## src/display_consts.svh

```systemverilog
// display constants shared by the loaders, the store arbiter and the scan logic
`ifndef DISPLAY_CONSTS_SVH
`define DISPLAY_CONSTS_SVH

// loaders that share the single store write port
`define NUM_CHANNELS 2

// digits on the display, tens and ones for each channel
`define NUM_DIGITS 4

// clock cycles each digit stays enabled, kept short for simulation
`define SCAN_DIV 4

// counter widths derived from the sizes above
`define SCAN_CNT_W $clog2(`SCAN_DIV)
`define DIGIT_IDX_W $clog2(`NUM_DIGITS)

`endif
```

## src/count_pkg.sv

```systemverilog
// count-side types and the binary to BCD conversion used by the loaders
package count_pkg;

	typedef logic [6:0] count_t; // binary count, 0 to 127
	typedef logic [3:0] bcd_digit_t; // 0-9 digits, 14 dash, 15 blank

	localparam bcd_digit_t BCD_DASH = 4'd14; // shown for counts above 99
	localparam bcd_digit_t BCD_BLANK = 4'd15; // leading zero and reset value

	typedef struct packed {
		bcd_digit_t tens; // left digit of the channel
		bcd_digit_t ones; // right digit
	} bcd_pair_t;

	typedef struct packed {
		logic slot; // 0 is channel a, 1 is channel b
		bcd_pair_t pair;
	} wr_payload_t;

	// double dabble over the 7 count bits, two BCD digits are enough up to 99
	function automatic bcd_pair_t to_bcd_pair(input count_t value);
		logic [7:0] bcd;
		bcd_pair_t result;
		bcd = '0;
		for (int i = $bits(count_t) - 1; i >= 0; i--) begin
			if (bcd[3:0] >= 4'd5) bcd[3:0] = bcd[3:0] + 4'd3; // ones nibble correction
			if (bcd[7:4] >= 4'd5) bcd[7:4] = bcd[7:4] + 4'd3; // tens nibble correction
			bcd = {bcd[6:0], value[i]}; // shift in next bit, msb first
		end
		result.tens = bcd[7:4];
		result.ones = bcd[3:0];
		if (value > 7'd99) begin
			result.tens = BCD_DASH; // out of range, two dashes
			result.ones = BCD_DASH;
		end else if (result.tens == 4'd0) begin
			result.tens = BCD_BLANK; // suppress leading zero
		end
		return result;
	endfunction

endpackage

```

## src/seg_pkg.sv

```systemverilog
// segment-side types, active-low segment patterns and the digit encoder
`include "display_consts.svh"

package seg_pkg;

	typedef logic [6:0] seg_t; // active low, bit 0 is segment a, bit 6 is g
	typedef logic [`NUM_DIGITS-1:0] digit_sel_t; // active-low one-hot enable

	localparam seg_t SEG_BLANK = 7'h7f; // every segment off
	localparam seg_t SEG_DASH = 7'h3f; // only segment g lit
	localparam digit_sel_t DIGIT_SEL_OFF = '1; // no digit enabled

	// maps a digit code to its pattern, unused codes stay dark
	function automatic seg_t encode_digit(input count_pkg::bcd_digit_t code);
		seg_t pattern;
		case (code)
			4'd0: pattern = 7'h40; // a b c d e f
			4'd1: pattern = 7'h79; // b c
			4'd2: pattern = 7'h24; // a b d e g
			4'd3: pattern = 7'h30; // a b c d g
			4'd4: pattern = 7'h19; // b c f g
			4'd5: pattern = 7'h12; // a c d f g
			4'd6: pattern = 7'h02; // a c d e f g
			4'd7: pattern = 7'h78; // a b c
			4'd8: pattern = 7'h00; // all segments
			4'd9: pattern = 7'h10; // a b c d f g
			count_pkg::BCD_DASH: pattern = SEG_DASH;
			default: pattern = SEG_BLANK; // blank code and spare codes
		endcase
		return pattern;
	endfunction

endpackage

```

## src/digit_wr_if.sv

```systemverilog
// write request link from one channel loader to the digit store arbiter
`timescale 1ns/1ns

interface digit_wr_if;

	logic req; // level, held until gnt is seen
	logic gnt; // one-cycle strobe, store written at this edge
	logic slot; // target digit pair in the store
	count_pkg::bcd_pair_t pair; // tens and ones codes to write

	modport requester (
		output req,
		output slot,
		output pair,
		input gnt
	);

	modport arbiter (
		input req,
		input slot,
		input pair,
		output gnt
	);

endinterface

```

## src/display_top.sv

```systemverilog
// two-count seven-segment display, loaders share the digit store via an arbiter
`timescale 1ns/1ns

module display_top (
	input logic clk,
	input logic rst_n,
	input count_pkg::count_t count_a,
	input count_pkg::count_t count_b,
	output seg_pkg::seg_t seg,
	output seg_pkg::digit_sel_t digit_sel
);
	import count_pkg::*;

	digit_wr_if wr_a (); // loader a to arbiter
	digit_wr_if wr_b (); // loader b to arbiter

	logic wr_en; // store write strobe
	wr_payload_t wr_payload; // winning slot and digit pair

	channel_loader #(.SLOT(1'b0)) i_loader_a (
		.clk(clk),
		.rst_n(rst_n),
		.count(count_a),
		.wr(wr_a.requester)
	);

	channel_loader #(.SLOT(1'b1)) i_loader_b (
		.clk(clk),
		.rst_n(rst_n),
		.count(count_b),
		.wr(wr_b.requester)
	);

	wr_arbiter #(.payload_t(wr_payload_t)) i_arbiter (
		.clk(clk),
		.rst_n(rst_n),
		.req_a(wr_a.arbiter),
		.req_b(wr_b.arbiter),
		.wr_en(wr_en),
		.wr_payload(wr_payload)
	);

	display_scanner i_scanner (
		.clk(clk),
		.rst_n(rst_n),
		.wr_en(wr_en),
		.wr_payload(wr_payload),
		.seg(seg),
		.digit_sel(digit_sel)
	);

endmodule

```

## src/display_scanner.sv

```systemverilog
// digit store with multiplexed scan driving segments and digit enables
`timescale 1ns/1ns
`include "display_consts.svh"

module display_scanner (
	input logic clk,
	input logic rst_n,
	input logic wr_en,
	input count_pkg::wr_payload_t wr_payload,
	output seg_pkg::seg_t seg,
	output seg_pkg::digit_sel_t digit_sel
);
	import count_pkg::*;
	import seg_pkg::*;

	localparam int unsigned DIV_LAST = `SCAN_DIV - 1; // last cycle of a digit

	bcd_digit_t store [`NUM_DIGITS]; // 0,1 channel a and 2,3 channel b
	logic [`SCAN_CNT_W-1:0] div_cnt; // cycles spent on current digit
	logic [`DIGIT_IDX_W-1:0] digit_idx; // digit being scanned
	logic scan_step; // move to next digit

	// store is reset to blank so the display stays dark until a first write
	always_ff @(posedge clk or negedge rst_n) begin
		if (!rst_n) begin
			for (int i = 0; i < `NUM_DIGITS; i++) begin
				store[i] <= BCD_BLANK;
			end
		end else if (wr_en) begin
			store[{wr_payload.slot, 1'b0}] <= wr_payload.pair.tens; // left digit of pair
			store[{wr_payload.slot, 1'b1}] <= wr_payload.pair.ones;
		end
	end

	assign scan_step = (div_cnt == DIV_LAST[`SCAN_CNT_W-1:0]);

	always_ff @(posedge clk or negedge rst_n) begin
		if (!rst_n) begin
			div_cnt <= '0;
			digit_idx <= '0;
		end else if (scan_step) begin
			div_cnt <= '0;
			digit_idx <= digit_idx + 1'b1; // wraps 3 to 0
		end else begin
			div_cnt <= div_cnt + 1'b1;
		end
	end

	// pattern and enable registered together so they switch on the same edge
	always_ff @(posedge clk or negedge rst_n) begin
		if (!rst_n) begin
			seg <= SEG_BLANK;
			digit_sel <= DIGIT_SEL_OFF;
		end else begin
			seg <= encode_digit(store[digit_idx]);
			digit_sel <= ~(digit_sel_t'(1) << digit_idx); // active low
		end
	end

	// two enabled digits would short the shared segment lines
	a_sel_onehot: assert property (
		@(posedge clk) disable iff (!rst_n)
		$onehot0(~digit_sel)
	) else $error("more than one digit enabled");

endmodule

```

## src/wr_arbiter.sv

```systemverilog
// round-robin arbiter for the single write port of the digit store
`timescale 1ns/1ns
`include "display_consts.svh"

module wr_arbiter #(
	parameter type payload_t = count_pkg::wr_payload_t
) (
	input logic clk,
	input logic rst_n,
	digit_wr_if.arbiter req_a,
	digit_wr_if.arbiter req_b,
	output logic wr_en,
	output payload_t wr_payload
);

	logic [`NUM_CHANNELS-1:0] req_vec; // bit 0 loader a, bit 1 loader b
	logic [`NUM_CHANNELS-1:0] gnt_vec; // at most one bit set
	logic last_b; // loader b got the previous grant
	payload_t pay_vec [`NUM_CHANNELS]; // payload offered by each loader

	assign req_vec = {req_b.req, req_a.req};
	assign pay_vec[0] = payload_t'({req_a.slot, req_a.pair}); // slot above pair
	assign pay_vec[1] = payload_t'({req_b.slot, req_b.pair});

	// same-cycle grant, on contention the loader not served last wins
	always_comb begin
		gnt_vec = '0;
		if (req_vec[0] && (!req_vec[1] || last_b))
			gnt_vec[0] = 1'b1;
		else if (req_vec[1])
			gnt_vec[1] = 1'b1;
	end

	always_ff @(posedge clk or negedge rst_n) begin
		if (!rst_n)
			last_b <= 1'b1; // loader a goes first
		else if (|gnt_vec)
			last_b <= gnt_vec[1];
	end

	assign req_a.gnt = gnt_vec[0];
	assign req_b.gnt = gnt_vec[1];

	assign wr_en = |gnt_vec; // store writes at this edge
	assign wr_payload = gnt_vec[1] ? pay_vec[1] : pay_vec[0];

	// two writes in one cycle would lose a pair
	a_gnt_excl: assert property (
		@(posedge clk) disable iff (!rst_n)
		!(req_a.gnt && req_b.gnt)
	) else $error("both loaders granted");

	// a loader drops req after gnt, a stray gnt would write stale data
	a_gnt_req: assert property (
		@(posedge clk) disable iff (!rst_n)
		(gnt_vec & ~req_vec) == '0
	) else $error("gnt without req");

endmodule

```

## src/channel_loader.sv

```systemverilog
// channel loader, converts a changed count to BCD and requests a store write
`timescale 1ns/1ns

module channel_loader #(
	parameter bit SLOT = 1'b0 // digit pair this channel owns in the store
) (
	input logic clk,
	input logic rst_n,
	input count_pkg::count_t count,
	digit_wr_if.requester wr
);
	import count_pkg::*;

	count_t last_count; // count seen at the previous edge
	bcd_pair_t pend_pair; // newest converted pair, waits for gnt
	logic pend_req; // a write is outstanding
	logic changed; // count differs from the last one seen

	assign changed = (count != last_count);

	// a reset count of zero matches the blank store, so nothing is written
	always_ff @(posedge clk or negedge rst_n) begin
		if (!rst_n) begin
			last_count <= '0;
			pend_req <= 1'b0;
		end else begin
			last_count <= count;
			if (changed)
				pend_req <= 1'b1; // new value, keep asking even if granted now
			else if (wr.gnt)
				pend_req <= 1'b0; // written, drop req next cycle
		end
	end

	// payload register, replaced whenever a newer count arrives
	always_ff @(posedge clk) begin
		if (changed)
			pend_pair <= to_bcd_pair(count);
	end

	assign wr.req = pend_req;
	assign wr.slot = SLOT; // fixed per instance
	assign wr.pair = pend_pair;

	// the arbiter may sample the payload late, so it must not move while waiting
	a_pair_hold: assert property (
		@(posedge clk) disable iff (!rst_n)
		(wr.req && !wr.gnt && !changed) |=> $stable(wr.pair)
	) else $error("pair moved while waiting for gnt");

endmodule

```

## config.mk

```make
export PLATFORM = sky130hd
export DESIGN_NAME = display_top
export DESIGN_NICKNAME = d
export VERILOG_FILES = /design/src/count_pkg.sv /design/src/seg_pkg.sv /design/src/digit_wr_if.sv /design/src/display_top.sv /design/src/display_scanner.sv /design/src/wr_arbiter.sv /design/src/channel_loader.sv
export VERILOG_INCLUDE_DIRS = /design/src
export SDC_FILE = /design/constraint.sdc
export NUM_CORES = 1
export LEC_CHECK = 0
export BUFFER_PORTS_ARGS = -buffer_cell sky130_fd_sc_hd__buf_2
export CELL_PAD_IN_SITES_DETAIL_PLACEMENT = 1
export CELL_PAD_IN_SITES_GLOBAL_PLACEMENT = 2
export CORE_AREA = 10 10 97 134
export DETAILED_ROUTE_END_ITERATION = 12
export DIE_AREA = 0 0 107 144
export GPL_TIMING_DRIVEN = 0
export PLACE_DENSITY = 0.89
export SLEW_MARGIN = 20
export SYNTH_ARGS = -nofsm -noshare
export SYNTH_HDL_FRONTEND = slang
export SYNTH_HIERARCHICAL = 1
export SYNTH_SLANG_ARGS = --single-unit
```

## constraint.sdc

```tcl
create_clock -name clk -period 2.63 [get_ports clk]
set_clock_uncertainty 0.15 [all_clocks]
set_input_delay 0.263 -clock clk [delete_from_list [all_inputs] [get_ports clk]]
set_output_delay 0.263 -clock clk [all_outputs]
set_load 0.03 [all_outputs]
```

==> results.tsv <==
stage	metric	value	unit
run_status	status	finished, violations left	
run_status	failing checks	negative setup slack	
floorplan	number of cell rows	45	
global_routing	total grt overflow	0	
synth	Yosys reg bits	64	
detailed_routing	initial DRC count	159	
final_layout	Layout Nets	517	
global_routing	antenna violations before repair	0	
floorplan	# IOs	27	
placement	number of buffers added on ports	26	
synth	most common cell in the netlist	inv_1	
sta	Fin. Hold Viols	0	
global_routing	GR Util All Layers	14.15	%
cts	Worst-Skew Late Latency	330	ps
pwr	Peak VDD IR	0.3306	mV
sta	final period utilization	146.4	%
worst_setup_path	crit-path max FO	4	
cts	CTS Buffer Depth	2	
sta	RSZ-0062 raised after global routing	true	
worst_setup_path	critical-path cell list	buf_8, buf_6, o21bai_1, mux2_4, ha_4, nand2b_4, or4b_4, a221oi_4, inv_2, ha_4, nand2b_4, a31oi_4, mux2_4, o41ai_4, a21oi_2, or3_1	
worst_setup_path	Worst Setup SP	count_b[4]	
cts	CTS tree	built	
pwr	Clock power frac	28.2	%
synth	Top FF cell, synth	dfstp_2	
cts	Clock Sinks	64	
hold_path	worst min path class	in2reg	
worst_setup_path	Worst EP arrival	3760	ps
worst_setup_path	buffers plus inverters on the worst setup path	3	
detailed_routing	Post-DRT Antenna Nets	0	
worst_setup_path	Worst Setup End Kind	flop	
global_routing	largest net degree at the start of global routing	49	
synth	distinct cell type count after synthesis	75	
synth	leading area contributor after synthesis	dfstp_2	
sta	final setup fails	14	
pwr	pwr/cell area	737.6	nW/um^2
pwr	power share of the combinational group	38.4	%
synth	ys async rst share	75.00	%
pwr	Sw Pwr	1.371	mW
synth	Seq/Total Area, Yosys	40.51	%
worst_setup_path	critical path depth in cells	16	
synth	commonest cells in the netlist	inv_1 (29), dfstp_2 (28), ha_1 (28)	
worst_setup_path	Critical Path RT	2540	ps
flow_run	maxcap violations	0	
synth	Synth Net Count	420	
worst_setup_path	cells on worst reg2reg path	6	
floorplan	core box area	10590	sq um
synth	Synth top area share	17.36	%
sta	Least-Margin Pin Slew	1037	ps
worst_setup_path	Critical Path Sink	i_loader_b/wr.pair[6]$_SDFFCE_PP1P_	
cts	TritonCTS buffer count	9	
worst_setup_path	kind of critical path	in2reg	
pwr	Net Sw Frac	31.93	%
sta	fin crit period	3849	ps
placement	post-place setup slack	-2031	ps
detailed_routing	total wire length	11310	microns
pwr	Pint	2.923	mW
floorplan	DIE HEIGHT	144	microns
pwr	Power Total	4.295	mW
sta	post-route worst setup slack	-1219	ps
global_routing	number of global-route vias before repair	3552	
cts	H-tree depth	3	
final_layout	layout cell share with drive strength beyond 1	48.33	%
worst_setup_path	register-to-register setup slack	370	ps
synth	number of enable flip-flop cells after synthesis	16	
worst_setup_path	critical path startpoint category	primary input	
worst_setup_path	Reg-to-Reg End	i_scanner/store[9]$_DFFE_PN1P_	
floorplan	Die ar.	15410	sq um
worst_setup_path	crit-path max cell delay	490	ps
detailed_routing	first-pass iteration count of the detailed router	4	
worst_setup_path	CP max stage cell	or4b_4	
sta	Slew headroom	30.85	%
sta	fin. max-slew vios	0	
worst_setup_path	reg2reg start	i_arbiter/last_b$_DFFE_PN1P_	
final_layout	Antenna diodes	0	
synth	Area contributors post-synth	dfstp_2 (17%), dfrtp_1 (12%), edfxtp_1 (11%)	
cts	Reg clk slew, reported paths	50	ps
worst_setup_path	critical path's top delay family	compound AO/OA/AOI/OAI gates	
detailed_routing	Residual DRC	0	
global_routing	first-pass GRT wire length	17530	microns
floorplan	Die X	107	microns
cts	root buffer cell	clkbuf_16	
synth	post-synthesis instance total	376	
pwr	Reg power frac	33.4	%
placement	gpl congestion	0.7809	
detailed_routing	drt wl/cell	18.27	microns
placement	Final HPWL DP	7075	microns
sta	Max Fclk	259.8	MHz
detailed_routing	Vias/cell	5.289	
final_layout	layout overhead on the synthesized area	37.41	%
hold_path	min-delay src	count_b[3]	
synth	yosys warns	6	
floorplan	Initial Util	40.04	%
detailed_routing	vias after detailed routing	3274	
synth	Avg Cell Area, Syn	11.27	sq um
synth	Synth Cell Area	4238	sq um
pwr	LEAKAGE	2.462	nW
==> worst reg2reg max path, cell delays in order (launching register included) <==
cell	delay, ps
dfstp_2	560
a21boi_2	60
buf_6	160
mux2_4	310
nor2b_1	130
clkbuf_1	400
mux2_2	400
==> placed cells by master (no fill, tap or decap), drive strengths merged, types with 5 or more instances in the layout <==
| master | instances |
|---|---|
| buf | 86 |
| inv | 31 |
| mux2 | 29 |
| dfstp | 28 |
| ha | 28 |
| dfrtp | 20 |
| nor2 | 20 |
| nand2 | 19 |
| a21oi | 17 |
| o21ai | 17 |
| edfxtp | 16 |
| clkbuf | 15 |
| xor2 | 11 |
| xnor2 | 11 |
| dlygate4sd3 | 10 |
| mux2i | 10 |
| nand2b | 8 |
| o211ai | 6 |
| and2 | 6 |
| nor3 | 6 |
| a31oi | 6 |
| a21o | 5 |
| or3 | 5 |
==> what timing repair did <==
action | 4_1_cts | 5_1_grt
hold buffers | 9 | 1
setup buffers | 34 | 18
hold endpoints to repair | 9 | 20
pin swaps | 25 | 12
setup endpoints to repair | 14 | 14
resized for setup | 42 | 15
==> logic make-up (layout without fill, tap and decap cells) <==
group	Yosys count	after routing	share of synthesized area (%)
compound gates	88	88	16.21
xor+xnor	22	22	4.724
fa+ha+maj	28	28	8.267
buf+inv	45	147	5.492
flops	64	64	40.51
mux	43	43	13.35
other cells	2	2	0.1772
simple gates	84	84	11.28
==> worst min-delay path by stage <==
| stage | end | depth (start not counted) |
|---|---|---|
| floorplan | i_loader_a/last_count[0]$_DFF_PN0_ | 0 |
| global placement | i_scanner/div_cnt[0]$_DFF_PN0_ | 1 |
| detailed placement | i_scanner/div_cnt[0]$_DFF_PN0_ | 1 |
| CTS | i_loader_b/last_count[3]$_DFF_PN0_ | 1 |
| finish | i_loader_b/last_count[3]$_DFF_PN0_ | 1 |
| global route | i_loader_b/last_count[3]$_DFF_PN0_ | 1 |
==> sequential cells by signal, indices dropped and copies added, names as in the netlist <==
| name | flops |
|---|---|
| i_loader_b/wr.req | 1 |
| i_loader_a/wr.pair | 8 |
| i_scanner/digit_sel | 4 |
| i_loader_a/wr.req | 1 |
| i_scanner/seg | 7 |
| i_scanner/store | 16 |
| i_loader_b/wr.pair | 8 |
| i_arbiter/last_b | 1 |
| i_scanner/digit_idx | 2 |
| i_loader_b/last_count | 7 |
| i_loader_a/last_count | 7 |
| i_scanner/div_cnt | 2 |
==> routing by layer <==
metal  track usage, %  wire length, microns  vias up
li1                 -                     -     1558
met1            13.84                  4248     1664
met2            28.54                  6641       36
met3            2.450                   226       16
met4            4.861                   194        0
met5                0                     0        -
==> power by group through the flow <==
stage	sequential (mW)	clock (mW)	combinational, mW
after floorplan	1.52	0	0.890
after global placement	1.42	0	1.23
after detailed placement	1.44	0	1.28
after CTS	1.43	1.22	1.51
after global routing	1.46	1.28	1.79
final	1.43	1.21	1.65
==> through the flow <==
step / area [sq um] / TNS (ps) / hold slack (ps) / util, % / instances
global placement: 4753 / -19260 / 263.8 / 44.91 / 543
global route: 5823 / -13200 / 7.095 / 55.01 / 619
finish: 5823 / -11470 / 12.48 / 55.01 / 619
detailed placement: 4753 / -19990 / 278.6 / 44.91 / 543
floorplan: 4447 / -13390 / -182.6 / - / 376
CTS: 5597 / -10820 / 0.8315 / 52.87 / 601
==> area by class of cell <==
type / instances / area, sq um
Fill cell: 1123 / 4762
Multi-Input combinational cell: 267 / 2699
Sequential cell: 64 / 1717
Timing Repair Buffer: 87 / 673.1
Clock buffer: 11 / 254.0
Tap cell: 141 / 176.4
Inverter: 31 / 136.4
Buffer: 13 / 113.9
Clock inverter: 5 / 53.80
(Power assumes the default switching activity.)
